[src/colmix_pkg.sv]
/*
 * Colour mixer shared definitions
 * Widths, palette word layout, colour structs and pipeline depth
 * for the palette lookup and shadow pipeline.
 */

package colmix_pkg;

    // Basic widths
    localparam int CHAN_W    = 5;   // Bits per colour channel
    localparam int PAL_AW    = 11;  // Palette index width
    localparam int CPU_AW    = 13;  // CPU word address into palette window
    localparam int WORD_W    = 16;  // Palette word width
    localparam int PAL_DEPTH = 1 << PAL_AW;  // 2K entries

    // Strobes from request sample to colour at the outputs
    localparam int PIPE_DLY  = 2;

    typedef logic [CHAN_W-1:0] chan_t;      // One colour channel
    typedef logic [PAL_AW-1:0] pal_addr_t;  // Palette index
    typedef logic [CPU_AW-1:0] cpu_addr_t;  // Upper bits only mirror
    typedef logic [WORD_W-1:0] pal_word_t;  // Raw word as stored in RAM

    // Unpacked colour, red in the top bits
    typedef struct packed {
        chan_t red;
        chan_t green;
        chan_t blue;
    } rgb_t;

    // Decoded palette entry
    typedef struct packed {
        logic immune;   // Word bit 15, ignores shadow
        rgb_t color;
    } pal_entry_t;

    // One pixel request from the tile map side
    typedef struct packed {
        pal_addr_t addr;      // Palette index
        logic      shadow;    // Dim this pixel
        logic      video_en;  // Low forces black
    } pxl_req_t;

endpackage

[src/pal_decode.sv]
/*
 * Decode stage
 * Registers the pixel request on each strobe, drives the palette
 * address and unpacks the returned word into 5-bit channels.
 */

module pal_decode (
    input  logic                   clk,
    input  logic                   rst,
    input  logic                   pxl_cen,   // Pixel clock enable
    input  colmix_pkg::pxl_req_t   req,
    output colmix_pkg::pal_addr_t  vid_addr,
    input  colmix_pkg::pal_word_t  vid_data,
    output colmix_pkg::pal_entry_t entry,
    output logic                   shadow,
    output logic                   video_en
);

    colmix_pkg::pxl_req_t req_q;  // Request held for one pixel

    // Word layout:
    //   [15]    shadow immune
    //   [14:12] blue, green, red LSBs
    //   [11:8]  blue MSBs
    //   [7:4]   green MSBs
    //   [3:0]   red MSBs
    function automatic colmix_pkg::pal_entry_t unpack(input colmix_pkg::pal_word_t w);
        colmix_pkg::pal_entry_t e;
        e.immune      = w[15];
        e.color.red   = {w[3:0], w[12]};   // LSB from bit 12
        e.color.green = {w[7:4], w[13]};   // LSB from bit 13
        e.color.blue  = {w[11:8], w[14]};  // LSB from bit 14
        return e;
    endfunction

    // Sample index and flags together so they stay with the same pixel
    always_ff @(posedge clk) begin
        if (rst) begin
            req_q <= '0;
        end else if (pxl_cen) begin
            req_q <= req;
        end
    end

    assign vid_addr = req_q.addr;        // To palette RAM video port
    assign entry    = unpack(vid_data);  // RAM word already registered
    assign shadow   = req_q.shadow;
    assign video_en = req_q.video_en;

endmodule

[config.mk]
export PLATFORM = sky130hd
export DESIGN_NAME = pal_decode
export DESIGN_NICKNAME = d
export VERILOG_FILES = /design/src/colmix_pkg.sv /design/src/pal_decode.sv
export SDC_FILE = /design/constraint.sdc
export NUM_CORES = 1
export LEC_CHECK = 0
export BUFFER_PORTS_ARGS = -buffer_cell sky130_fd_sc_hd__buf_2
export CORE_ASPECT_RATIO = 1.1
export CORE_UTILIZATION = 35
export CTS_BUF_LIST = sky130_fd_sc_hd__clkbuf_4 sky130_fd_sc_hd__clkbuf_8
export DETAILED_ROUTE_END_ITERATION = 10
export HOLD_SLACK_MARGIN = 0.03
export PLACE_DENSITY = 0.79
export RECOVER_POWER = 50
export SLEW_MARGIN = 30
export SYNTH_ARGS = -nofsm -noshare
export SYNTH_HDL_FRONTEND = slang
export SYNTH_SLANG_ARGS = --single-unit
[constraint.sdc]
create_clock -name clk -period 0.9 [get_ports clk]
set_input_delay 0.135 -clock clk [delete_from_list [all_inputs] [get_ports clk]]
set_output_delay 0.135 -clock clk [all_outputs]
set_load 0.01 [all_outputs]
==> metrics.yaml <==
outcome: "finished, final reports clean"
required_ns: 0.76
hold_buffers: 0
synth_top_family_by_area: "buffers and inverters"
p_per_area_nw_per_um2: 1770
fp.dieW_um: 41.3
avgSynthCellArea_um2: 10.2
final.setup_skew_ns: 0
via_per_inst: 4.38
yosysWarnings: 0
drv_cap: 0
area_growth_pct: 11.6
drt-initial-drc-count: 2
drt_wl_total_um: 1000
hold_viol: 0
final_nets: 105
crit_fanout: 2
cp_slowest_stage_delay_ns: 0.33
worst_setup_path_end_kind: "primary output"
r2r-end: "vid_addr[6]"
drc: 0
cp_top_family: "flip-flops"
diodes: 0
synth_top_area_frac: 0.438
ys_seq_area_frac: 0.438
fp-row-count: 15
yosys.area_share.simple: 0.0821
synth_top_cells_by_count: "buf_4, dfxtp_1, mux2i_1, nor2_1"
finalSetupViolCount: 0
hold-path-cell-count: 3
max_freq_mhz: 1150
start_util: 0.377
avgRoutedWirePerCell_um: 11.2
synth-adder-area-share: 0
io_pins: 61
critPathBufInv: 1
critPathKind: "reg2out"
cts_resized: 0
cts_setup_buffers: 0
yosys.area.top_type: "dfxtp_1"
clock_latency_ns: 0.26
cts_buffers: 3
grt_use_total: 0.108
overflow: 0
fin_crit_ns: 0.869
grt_pass1_vias: 318
start_kind: "flip-flop"
synth_edf_count: 0
yosysMostFrequentCell: "buf_4"
reg2regPathDepth: 2
r2r-start: "vid_addr[6]"
ys.flop_type: "dfxtp_1"
cts.clk_slew.worst_paths_ns: 0.08
synth_compound_area_frac: 0
maxSlewHeadroom: 0.852
synth_area_leaders: "dfxtp_1, mux2i_1, buf_4"
hold_ws_ns: 0.101
vdd_drop_max_v: 0.00108
drv_slew: 0
hold_class: "in2reg"
synth_cells: 58
synth_xor_area_frac: 0
cts_max_path_buffers: 2
hold_end: "shadow"
ys_seq_elements: 13
die_area_um2: 1870
setup_tns_ns: 0
tightestPinTransition_ns: 0.222
drtPass1Iterations: 2
dp_hpwl_um: 734
core_area_um2: 1580
grt_max_degree: 14
fin_crit_sh: 0.965
place_congestion: 0.618
cts_htree_levels: 1
async_flop_share: 0
r2r_setup_slack_ns: 0.29
via_count: 390
cp_cell_sequence: "buf_2"
die_h_um: 45.2
min_from: "req[1]"
antenna_found_initial: 0
synthMuxAreaShare: 0.219
cts_sinks: 13
ant_nets: 0
portBuffers: 28
cp.arrival_ns: 0.73
p_leak_nw: 0.364
grt_pass1_wl_um: 1310
drive_above_1_share: 0.597
rsz0062_at_grt: "false"
netlist_area_um2: 594
clock-root-buffer: "clkbuf_4"
cts_tree: "yes"
ys_types: 7
critPathSlowestCell: "dfxtp_1"
syn_nets: 90
fillCellCount: 163
-- area by class of cell --
cell class,count,area [µm²],area share
Sequential cell,13,273,0.411
Tap cell,17,21.3,0.0321
Clock buffer,4,30.0,0.0453
Multi-Input combinational cell,26,179,0.270
Timing Repair Buffer,29,160,0.242
-- layout by cell type (no fill, tap or decap) --
| cell type | netlist | routed |
|---|---|---|
| buf_2 | 0 | 28 |
| mux2i_1 | 13 | 13 |
| buf_12 | 1 | 1 |
| nor2_1 | 13 | 13 |
| dfxtp_2 | 0 | 10 |
| clkbuf_4 | 0 | 4 |
| dfxtp_1 | 13 | 3 |
-- per-layer routing --
metal  up-vias  share of wire  routed length (µm)  global-route usage
li1        197              -                   -                   -
met1       164           0.38                 381               0.110
met2        25           0.49                 488               0.175
met3         4           0.11                 112              0.0345
met4         0          0.018                  18              0.0839
met5         -              0                   0                   0
-- registers in the layout (all words and copies together) (netlist names) --
| name | flops |
|---|---|
| shadow | 1 |
| vid_addr | 11 |
| video_en | 1 |
-- worst reg2reg max path, delay by kind of cell, from the launching register on --
kind | cells | cell delay (ns)
flops | 1 | 0.32
mux | 1 | 0.13
simple gates | 1 | 0.06
-- stage by stage --
step | cells | power (W) | cell area [µm²] | worst slack (ns) | utilization
2_1_floorplan | 58 | 0.000807 | 594 | 0.201 | -
3_3_place_gp | 85 | 0.000800 | 621 | 0.155 | 0.394
3_5_place_dp | 85 | 0.000803 | 621 | 0.134 | 0.394
4_1_cts | 89 | 0.00119 | 651 | 0.0192 | 0.413
5_1_grt | 89 | 0.00123 | 663 | 0.00701 | 0.421
6_report | 89 | 0.00117 | 663 | 0.0313 | 0.421
-- report_power, final --
part	switching [W]	total, W	internal (W)	leakage, nW
registers	0.0000153	0.000629	0.000614	0.111
clock network	0.000177	0.000379	0.000201	0.0184
logic	0.0000770	0.000164	0.0000873	0.234
-- how the worst max path moves through the flow --
| stage | start | to | slack (ns) | cells after the start |
|---|---|---|---|---|
| 6_report | vid_addr[8] | vid_addr[8] | 0.03 | 1 |
| 5_1_grt | vid_addr[5] | vid_addr[5] | 0.007 | 1 |
| 4_1_cts | video_en | video_en | 0.02 | 1 |
| 3_5_place_dp | pxl_cen | vid_addr[10] | 0.13 | 4 |
| 3_3_place_gp | pxl_cen | vid_addr[10] | 0.15 | 4 |
| 2_1_floorplan | pxl_cen | vid_addr[0] | 0.20 | 4 |
-- logic make-up (layout without fill, tap and decap cells) --
| group | Yosys count | count (layout) |
|---|---|---|
| buffers and inverters | 19 | 33 |
| DFF | 13 | 13 |
| muxes | 13 | 13 |
| and+or+nand+nor | 13 | 13 |
Note: power is estimated with default switching activity, not from simulation.
