### config.mk
export PLATFORM = sky130hd
export DESIGN_NAME = shade_exec
export DESIGN_NICKNAME = d
export VERILOG_FILES = /design/src/colmix_pkg.sv /design/src/shade_exec.sv
export SDC_FILE = /design/constraint.sdc
export NUM_CORES = 1
export LEC_CHECK = 0
export CELL_PAD_IN_SITES_DETAIL_PLACEMENT = 0
export CELL_PAD_IN_SITES_GLOBAL_PLACEMENT = 1
export CORE_UTILIZATION = 45
export CTS_CLUSTER_DIAMETER = 200
export CTS_CLUSTER_SIZE = 8
export DETAILED_ROUTE_END_ITERATION = 8
export DONT_BUFFER_PORTS = 1
export MAX_ROUTING_LAYER = met4
export PLACE_DENSITY = 0.82
export SYNTH_ARGS = -nofsm -noshare
export SYNTH_HDL_FRONTEND = slang
export SYNTH_SLANG_ARGS = --single-unit
### constraint.sdc
create_clock -name clk -period 2 [get_ports clk]
set_input_delay 0.2 -clock clk [delete_from_list [all_inputs] [get_ports clk]]
set_output_delay 0.2 -clock clk [all_outputs]
set_load 0.1 [all_outputs]
### src/colmix_pkg.sv
/*
 * Colour mixer shared definitions
 * Widths, palette word layout, colour structs and pipeline depth
 * for the palette lookup and shadow pipeline.
 */

package colmix_pkg;

    // Basic widths
    localparam int CHAN_W    = 5;   // Bits per colour channel
    localparam int PAL_AW    = 11;  // Palette index width
    localparam int CPU_AW    = 13;  // CPU word address into palette window
    localparam int WORD_W    = 16;  // Palette word width
    localparam int PAL_DEPTH = 1 << PAL_AW;  // 2K entries

    // Strobes from request sample to colour at the outputs
    localparam int PIPE_DLY  = 2;

    typedef logic [CHAN_W-1:0] chan_t;      // One colour channel
    typedef logic [PAL_AW-1:0] pal_addr_t;  // Palette index
    typedef logic [CPU_AW-1:0] cpu_addr_t;  // Upper bits only mirror
    typedef logic [WORD_W-1:0] pal_word_t;  // Raw word as stored in RAM

    // Unpacked colour, red in the top bits
    typedef struct packed {
        chan_t red;
        chan_t green;
        chan_t blue;
    } rgb_t;

    // Decoded palette entry
    typedef struct packed {
        logic immune;   // Word bit 15, ignores shadow
        rgb_t color;
    } pal_entry_t;

    // One pixel request from the tile map side
    typedef struct packed {
        pal_addr_t addr;      // Palette index
        logic      shadow;    // Dim this pixel
        logic      video_en;  // Low forces black
    } pxl_req_t;

endpackage

### src/shade_exec.sv
/*
 * Execute stage
 * Applies shadow dimming to three quarters on non-immune entries
 * and blacks the pixel when video is disabled.
 */

module shade_exec (
    input  logic                   clk,
    input  logic                   rst,
    input  logic                   pxl_cen,   // Pixel clock enable
    input  colmix_pkg::pal_entry_t entry,
    input  logic                   shadow,
    input  logic                   video_en,
    output colmix_pkg::rgb_t       color
);

    colmix_pkg::rgb_t gated;    // Colour after shadow and enable
    colmix_pkg::rgb_t color_q;
    logic             dim_en;   // Shadow applies to this pixel

    // a - a/4, never wraps since a/4 <= a
    function automatic colmix_pkg::chan_t dim(input colmix_pkg::chan_t a);
        colmix_pkg::chan_t q;
        q = a >> 2;
        return a - q;
    endfunction

    assign dim_en = shadow & ~entry.immune;  // Bit 15 set ignores shadow

    always_comb begin
        if (dim_en) begin
            gated.red   = dim(entry.color.red);
            gated.green = dim(entry.color.green);
            gated.blue  = dim(entry.color.blue);
        end else begin
            gated = entry.color;
        end
        // Video disable wins over everything
        if (!video_en) begin
            gated = '0;
        end
    end

    always_ff @(posedge clk) begin
        if (rst) begin
            color_q <= '0;
        end else if (pxl_cen) begin
            color_q <= gated;
        end
    end

    assign color = color_q;

endmodule

==> summary.txt <==
Status -> complete, no violations
Top delay family on crit path -> adder cells
Clk root buf -> clkbuf_4
Initial drt markers -> 19
Crit path time final -> 1.28 ns
Mapped Cells -> 127
CP required -> 2.17 ns
Met3 GRT Util -> 0.0585
Min-Delay Path Class -> in -> reg
Syn. warnings -> 0
CP peak stage delay -> 0.44 ns
Routed Antenna Nets -> 0
Routed Wire Length -> 2310 µm
Fin worst setup slack -> 0.718 ns
Area grow syn2layout -> 13.9%
Pwr Density -> 604 mW/mm²
Worst slew pin tran -> 0.693 ns
Post_cts resized -> 0
Die width -> 51.8 µm
Mapped Area -> 0.00111 mm²
#FFs+latches synth -> 15
Core Area -> 0.00228 mm²
Critical setup path kind -> in -> reg
Met1 Track Usage GR -> 0.243
Grt met2 use -> 0.312
Gr ovfl total -> 0
PortBufs -> 0
Critical path peak fanout -> 2
Residual DRC -> 0
WP buf/inv -> 2
Largest net degree at the start of global routing -> 23
Power after layout -> 0.767 mW
Placer Congestion -> 0.764
Initial antenna violation count -> 0
Pins over their slew limit -> 0
Placement Setup Slack -> 0.448 ns
Setup Skew -> 0 ns
Syn Area/Cell -> 8.78 µm²
Worst-path clk slew -> 0.09 ns
Number of flip-flops in the largest register -> 15
GR peak layer -> met2
Synth async-reset ratio -> 0
Final number of setup-violating endpoints -> 0
CP max stage cell -> fa_1
LEAKAGE -> 0.612 nW
Setup TNS -> 0 ns
Period utilization -> 0.641
Total die area -> 0.00268 mm²
H-tree depth -> 1
CTS tree -> yes
Slew HR -> 0.536
Post-DR wirelength/cell -> 13.6 µm
Row cnt -> 17
CP Cell Sequence -> inv_1 -> ha_1 -> inv_1 -> fa_1 -> a2111oi_4 -> xnor2_1 -> o21ai_0
Sequential element share of the synthesized area -> 0.269
1st-pass router iterations -> 5
RSZ-0062 raised after global routing -> false
Main synth FF type -> dfxtp_1
Post-route cell area -> 0.00127 mm²
Fillers -> 212
Peak supply drop -> 0.472 mV
Total track usage -> 0.198
Max-cap viol count -> 0
Placement Cell Area -> 0.00123 mm²
Layout cells sized above 1 -> 0.169
Ports -> 36
Achievable Freq -> 0.780 GHz
Post-synth EDFFs -> 0
Vias in the first global route -> 897
Clk buf depth -> 2
Drt via density -> 5.25
CP startpoint kind -> primary input
Sink Count -> 15
Starting Density -> 0.490
Final hold violations -> 0
Global-route wire length before repair -> 3810 µm
Mapped Nets -> 160
Setup repair bufs after CTS -> 0
Die Y -> 51.8 µm
CP dominant cell by count -> inv_1
Ant. Diodes -> 0
Crit path DAT -> 1.45 ns
Num CTS Buffers -> 3
Layout net count -> 176
Vias -> 893
CP Capture Type -> flip-flop
Synth cell types -> 26
Clock latency on the worst-skew pair -> 0.28 ns
Placed wire-length estimate -> 1790 µm
metal layers:
| layer | share of wire | up-vias |
|---|---|---|
| li1 | - | 457 |
| met1 | 0.47 | 401 |
| met2 | 0.45 | 33 |
| met3 | 0.079 | 2 |
| met4 | 0.0078 | 0 |
| met5 | 0 | - |
what timing repair did:
action,4_1_cts,5_1_grt
hold buffers,1,0
endpoints found under the setup margin,0,0
endpoints found under the hold margin,6,0
cell usage in the layout, fill, tap and decap left out:
cell type / count
dfxtp_1: 15
buf_4: 15
inv_1: 14
a21oi_1: 12
nor2_1: 10
o21ai_0: 10
ha_1: 9
nand2_1: 6
nand3_1: 6
xnor2_1: 4
and2b_1: 4
nor2b_1: 4
mux2i_1: 4
nor3_1: 3
or3_1: 3
o211a_1: 3
a2111oi_4: 3
fa_1: 3
clkbuf_4: 3
and2_1: 2
nand2b_4: 2
xor2_1: 2
mux2_2: 1
nand2b_1: 1
and3b_1: 1
clkbuf_1: 1
dlygate4sd3_1: 1
where the power goes:
part / total [mW] / switching (mW) / internal [mW]
combinational: 0.274 / 0.191 / 0.0830
sequential: 0.318 / 0.00524 / 0.313
clock: 0.175 / 0.0977 / 0.0773
total: 0.767 / 0.294 / 0.473
path summary, 6_finish.rpt:
path             start  slack, ns        end  cells after the start
max          entry[10]       0.72  color[14]                      7
min            pxl_cen       0.09  color[10]                      2
max reg2reg   color[5]       1.00   color[5]                      4
min reg2reg  color[12]       0.46  color[12]                      2
through the flow:
step / hold slack, ns / cells / utilization
floorplan: 0.378 / 127 / -
CTS: 0.0888 / 170 / 0.558
global placement: 0.271 / 165 / 0.542
finish: 0.0905 / 170 / 0.558
global route: 0.0876 / 170 / 0.558
detailed placement: 0.274 / 165 / 0.542
worst reg2reg max path, stage by stage, from the launching register on:
cell and delay [ns]:
dfxtp_1 0.31, buf_4 0.23, and2b_1 0.19, a21oi_1 0.12, nor2_1 0.05
logic make-up after synthesis:
kind of cell	after synthesis	synth area share
multiplexers	5	0.0460
XOR/XNOR	6	0.0471
flip-flops	15	0.269
AND/OR/NAND/NOR	42	0.210
buffers and inverters	19	0.0729
AO/OA/AOI/OAI	28	0.200
adder cells (fa/ha/maj)	12	0.155
area by class of cell:
class / count / area (µm²) / share of cell area
Inverter: 14 / 52.6 / 0.0414
Clock buffer: 4 / 26.3 / 0.0207
Tap cell: 28 / 35.0 / 0.0276
Multi-Input combinational cell: 93 / 733 / 0.577
Sequential cell: 15 / 300 / 0.236
Timing Repair Buffer: 16 / 123 / 0.0966
synthesized netlist by cell type (4+ instances only):
| library cell | n | area [µm²] |
|---|---|---|
| mux2i_1 | 4 | 40.0 |
| nand2_1 | 6 | 22.5 |
| nor2b_1 | 4 | 25.0 |
| nand3_1 | 6 | 30.0 |
| dfxtp_1 | 15 | 300 |
| inv_1 | 14 | 52.6 |
| and2b_1 | 4 | 30.0 |
| ha_1 | 9 | 113 |
| xnor2_1 | 4 | 35.0 |
| nor2_1 | 10 | 37.5 |
| a21oi_1 | 12 | 60.1 |
| o21ai_0 | 10 | 50.1 |
(Power assumes the default switching activity.)
