==> src/colmix_pkg.sv <==
/*
 * Colour mixer shared definitions
 * Widths, palette word layout, colour structs and pipeline depth
 * for the palette lookup and shadow pipeline.
 */

package colmix_pkg;

    // Basic widths
    localparam int CHAN_W    = 5;   // Bits per colour channel
    localparam int PAL_AW    = 11;  // Palette index width
    localparam int CPU_AW    = 13;  // CPU word address into palette window
    localparam int WORD_W    = 16;  // Palette word width
    localparam int PAL_DEPTH = 1 << PAL_AW;  // 2K entries

    // Strobes from request sample to colour at the outputs
    localparam int PIPE_DLY  = 2;

    typedef logic [CHAN_W-1:0] chan_t;      // One colour channel
    typedef logic [PAL_AW-1:0] pal_addr_t;  // Palette index
    typedef logic [CPU_AW-1:0] cpu_addr_t;  // Upper bits only mirror
    typedef logic [WORD_W-1:0] pal_word_t;  // Raw word as stored in RAM

    // Unpacked colour, red in the top bits
    typedef struct packed {
        chan_t red;
        chan_t green;
        chan_t blue;
    } rgb_t;

    // Decoded palette entry
    typedef struct packed {
        logic immune;   // Word bit 15, ignores shadow
        rgb_t color;
    } pal_entry_t;

    // One pixel request from the tile map side
    typedef struct packed {
        pal_addr_t addr;      // Palette index
        logic      shadow;    // Dim this pixel
        logic      video_en;  // Low forces black
    } pxl_req_t;

endpackage

==> src/blank_result.sv <==
/*
 * Result stage
 * Delays the early blanking signals to match the colour pipeline
 * and registers the final colour, black during blanking.
 */

module blank_result (
    input  logic             clk,
    input  logic             rst,
    input  logic             pxl_cen,   // Pixel clock enable
    input  logic             pre_lhbl,  // Early horizontal blank, low active
    input  logic             pre_lvbl,  // Early vertical blank, low active
    input  colmix_pkg::rgb_t color,
    output logic             lhbl,
    output logic             lvbl,
    output colmix_pkg::chan_t red,
    output colmix_pkg::chan_t green,
    output colmix_pkg::chan_t blue
);

    localparam int TAP = colmix_pkg::PIPE_DLY - 1;  // Oldest shift entry

    logic [colmix_pkg::PIPE_DLY-1:0] hb_sr;  // Horizontal blank delay line
    logic [colmix_pkg::PIPE_DLY-1:0] vb_sr;  // Vertical blank delay line
    logic                            lhbl_q;
    logic                            lvbl_q;
    logic                            show;   // Active display for this pixel
    colmix_pkg::rgb_t                rgb_q;

    // Blank state of the pixel now leaving the execute stage
    assign show = hb_sr[TAP] & vb_sr[TAP];

    always_ff @(posedge clk) begin
        if (rst) begin
            hb_sr  <= '0;  // Blanking active out of reset
            vb_sr  <= '0;
            lhbl_q <= 1'b0;
            lvbl_q <= 1'b0;
            rgb_q  <= '0;
        end else if (pxl_cen) begin
            hb_sr  <= {hb_sr[TAP-1:0], pre_lhbl};
            vb_sr  <= {vb_sr[TAP-1:0], pre_lvbl};
            lhbl_q <= hb_sr[TAP];  // Same strobe as its colour
            lvbl_q <= vb_sr[TAP];
            rgb_q  <= show ? color : '0;  // Black outside active area
        end
    end

    assign lhbl  = lhbl_q;
    assign lvbl  = lvbl_q;
    assign red   = rgb_q.red;
    assign green = rgb_q.green;
    assign blue  = rgb_q.blue;

endmodule

==> config.mk <==
export PLATFORM = sky130hd
export DESIGN_NAME = blank_result
export DESIGN_NICKNAME = d
export VERILOG_FILES = /design/src/colmix_pkg.sv /design/src/blank_result.sv
export SDC_FILE = /design/constraint.sdc
export NUM_CORES = 1
export LEC_CHECK = 0
export BUFFER_PORTS_ARGS = -buffer_cell sky130_fd_sc_hd__buf_2
export CAP_MARGIN = 20
export CORE_MARGIN = 2
export CORE_UTILIZATION = 30
export DETAILED_ROUTE_END_ITERATION = 16
export GPL_TIMING_DRIVEN = 0
export PLACE_DENSITY = 0.58
export SYNTH_ARGS = -nofsm -noshare
export SYNTH_HDL_FRONTEND = slang
export SYNTH_SLANG_ARGS = --single-unit
export TNS_END_PERCENT = 20
==> constraint.sdc <==
create_clock -name clk -period 0.85 [get_ports clk]
set_input_delay 0 -clock clk [delete_from_list [all_inputs] [get_ports clk]]
set_output_delay 0 -clock clk [all_outputs]
set_load 0.03 [all_outputs]
==> run_results.csv <==
group,metric,value,unit
status,outcome,"finished, final reports clean",
clocking,clock_slew_seen_by_the_registers_of_the_worst_setup_and_hold_paths,0.11,ns
worst_setup_path,worst_ep_arrival_time,1.09,ns
drt,avgViaCountPerCell,4.46,
synthesis,synth.area.top_cells,"sky130_fd_sc_hd__dfxtp_1 43%, sky130_fd_sc_hd__nand2b_4 13%, sky130_fd_sc_hd__nand4_1 9.7%",
timing,finalCritPeriodShare,99.6,%
hold_path,worstHoldPathType,"in2reg",
placed_design,place_congestion,0.699,
floorplanning,number_of_core_rows,20,
synthesis,ys_warn_count,0,
drt,routedWlPerCell,12.3,um
timing,fmax,1180,MHz
cells_and_area,layout.cells.non_filler,195,
synthesis,yosys.cell_count.top_type,"sky130_fd_sc_hd__dfxtp_1",
cells_and_area,layout.nets,172,
clocking,htree_num_levels,1,
timing,final_worst_path_period_need,0.847,ns
drt,remaining_drc_errors,0,
clocking,cts_made_buffers,3,
timing,grt_setup_unrepaired,"true",
power,pwr_density_cell,1110,nW/um2
synthesis,yosysTopAreaCellShare,43.4,%
worst_setup_path,critPathRequiredTime,1.10,ns
synthesis,synth-edff-count,0,
synthesis,synth.top_cells.by_count,"21 x sky130_fd_sc_hd__dfxtp_1, 15 x sky130_fd_sc_hd__nand4_1, 9 x sky130_fd_sc_hd__a21oi_2, 9 x sky130_fd_sc_hd__nand2b_4",
timing,setup_ws,0.00323,ns
drt,antenna_violating_nets_left,0,
synthesis,synthFlopType,"sky130_fd_sc_hd__dfxtp_1",
synthesis,net_count_of_the_mapped_netlist,108,
global_route,antenna_violations_before_repair,0,
synthesis,yosys.cell_types.count,14,
synthesis,postSynthRegisterBits,21,
global_route,vias_in_the_first_global_route,810,
floorplanning,die-width,60.8,um
timing,report.final.hold_viol_count,0,
timing,setup_viol,0,
drt,dr.pass1.iters,4,
clocking,ctsLongestPathBuffers,2,
cells_and_area,insertedDiodeCount,0,
worst_setup_path,setup.worst_path.start_class,"flop",
synthesis,avgSynthCellArea,11.0,um2
timing,total_neg_setup_slack,0,ns
power,power.ir.vdd_worst,0.527,mV
synthesis,postSynth.asyncResetShare,0,%
synthesis,synth_area,968,um2
global_route,grt_start_max_net_pins,18,
timing,worst_slew_margin_rel,63.9,%
worst_setup_path,cpMaxStageDelayCell,"sky130_fd_sc_hd__dfxtp_4",
clocking,tritoncts_clock_tree,"yes",
timing,whs,0.0816,ns
placed_design,place_inst,167,
cells_and_area,layout-area-overhead-vs-synth,63.2,%
placed_design,portbufs,35,
cells_and_area,layout.core_utilization,51.8,%
global_route,grt_remaining_overflow,0,
worst_setup_path,ff_to_ff_setup_slack,0.003,ns
drt,drt-total-wl,2400,um
worst_setup_path,setup.worst_path.class,"reg2reg",
timing,fin_worst_skew,0.00101,ns
clocking,worstSkewPairLatency,0.30,ns
floorplanning,design.portCount,37,
floorplanning,dieArea,3700,um2
placed_design,hpwlAfterDp,1480,um
clocking,cts_sinks,21,
placed_design,pre_cts_ws,-0.0665,ns
drt,vias,870,
floorplanning,die_h,60.8,um
worst_setup_path,timing.critical_path.fanout_max,5,
floorplanning,floorplan.core_area,3050,um2
cells_and_area,layout_cells_sized_above_1,57.6,%
worst_setup_path,worstPathCellList,"clkbuf_16 > nand4_1 > a21oi_2",
drt,drtIter0Drc,21,
synthesis,syn_inst,88,
global_route,global_route_wire_length_before_repair,3500,um
synthesis,yosysTopAreaCell,"sky130_fd_sc_hd__dfxtp_1",
clocking,root_buffer,"sky130_fd_sc_hd__clkbuf_4",
worst_setup_path,worstSetupEndpointType,"flop",
floorplanning,initial_utilization,31.7,%
timing,finalMaxSlewViolations,0,
job,maxCapViolCount,0,
global_route,grt_usage,13.0,%
timing,worst_slew_pin_slew,0.541,ns
power,leakage,0.658,nW
worst_setup_path,critical-path-max-stage-delay,0.41,ns
synthesis,ys_seq_area_share,43.4,%
## cells by family after synthesis
logic type | count (synthesis) | synth area share [%]
flops | 21 | 43.4
mux | 6 | 6.20
buf+inv | 10 | 10.5
compound gates | 15 | 11.2
simple gates | 36 | 28.7
## placed cells by master, fill, tap and decap left out, types with 4 or more instances in the layout
cell                            netlist  routed
sky130_fd_sc_hd__buf_2                1      19
sky130_fd_sc_hd__buf_4                1      14
sky130_fd_sc_hd__dfxtp_2              0      14
sky130_fd_sc_hd__dfxtp_1             21       4
sky130_fd_sc_hd__nor2_1               6       6
sky130_fd_sc_hd__a21oi_1              6       5
sky130_fd_sc_hd__nand4_1             15      15
sky130_fd_sc_hd__nand2b_4             9       9
sky130_fd_sc_hd__nand2b_1             6       6
sky130_fd_sc_hd__buf_6                5      12
sky130_fd_sc_hd__a21oi_2              9      10
sky130_fd_sc_hd__mux2i_1              6       6
sky130_fd_sc_hd__dlygate4sd3_1        0      20
## state kept, by name, summed over array words and instances (netlist names)
| register | cells |
|---|---|
| lvbl | 1 |
| blue | 5 |
| hb_sr | 2 |
| red | 5 |
| lhbl | 1 |
| vb_sr | 2 |
| green | 5 |
## per-stage QoR
step           power [mW]  cell area, um2
2_1_floorplan        1.15             968
6_report             1.76            1580
5_1_grt              1.84            1580
3_5_place_dp         1.22            1200
4_1_cts              1.77            1500
3_3_place_gp         1.21            1200
## per-layer routing
| metal | wire, um | part of all wire (%) | track usage [%] | vias up |
|---|---|---|---|---|
| li1 | - | - | - | 434 |
| met1 | 1120 | 47 | 15.9 | 402 |
| met2 | 1130 | 47 | 21.4 | 30 |
| met3 | 113 | 4.7 | 2.56 | 4 |
| met4 | 38 | 1.6 | 7.45 | 0 |
| met5 | 0 | 0 | 0 | - |
## report_power, final
part | internal [mW] | switching [mW]
clock | 0.183 | 0.304
combinational | 0.172 | 0.104
sequential | 0.986 | 0.00900
total | 1.34 | 0.417
## critical path: cells and delay by family (launching register included)
kind            cells  cell delay, ns
buf+inv             1            0.15
flops               1            0.41
simple gates        1            0.10
compound gates      1            0.12
## area by class of cell
type                            instances  area [um2]
Fill cell                             304        1470
Multi-Input combinational cell         57         450
Buffer                                  8        80.1
Clock buffer                            4        26.3
Sequential cell                        21         449
Timing Repair Buffer                   61         519
Tap cell                               44        55.1
## worst paths after layout
path                                             from                     to  depth (start not counted)
worst max-delay path            hb_sr[1]$_SDFFE_PP0P_  green[3]$_SDFFE_PP0P_                          3
worst min-delay path                          pxl_cen   blue[2]$_SDFFE_PP0P_                          4
worst max register to register  hb_sr[1]$_SDFFE_PP0P_  green[3]$_SDFFE_PP0P_                          3
worst min register to register   blue[2]$_SDFFE_PP0P_   blue[2]$_SDFFE_PP0P_                          2
## timing repair
action	4_1_cts	5_1_grt
setup buffers	3	1
setup endpoints to repair	27	30
resized for setup	28	22
endpoints found under the hold margin	17	0
hold buffers	20	0
pin swaps	2	4
cloned	0	2
No activity file was read; power rests on OpenSTA's default activity.
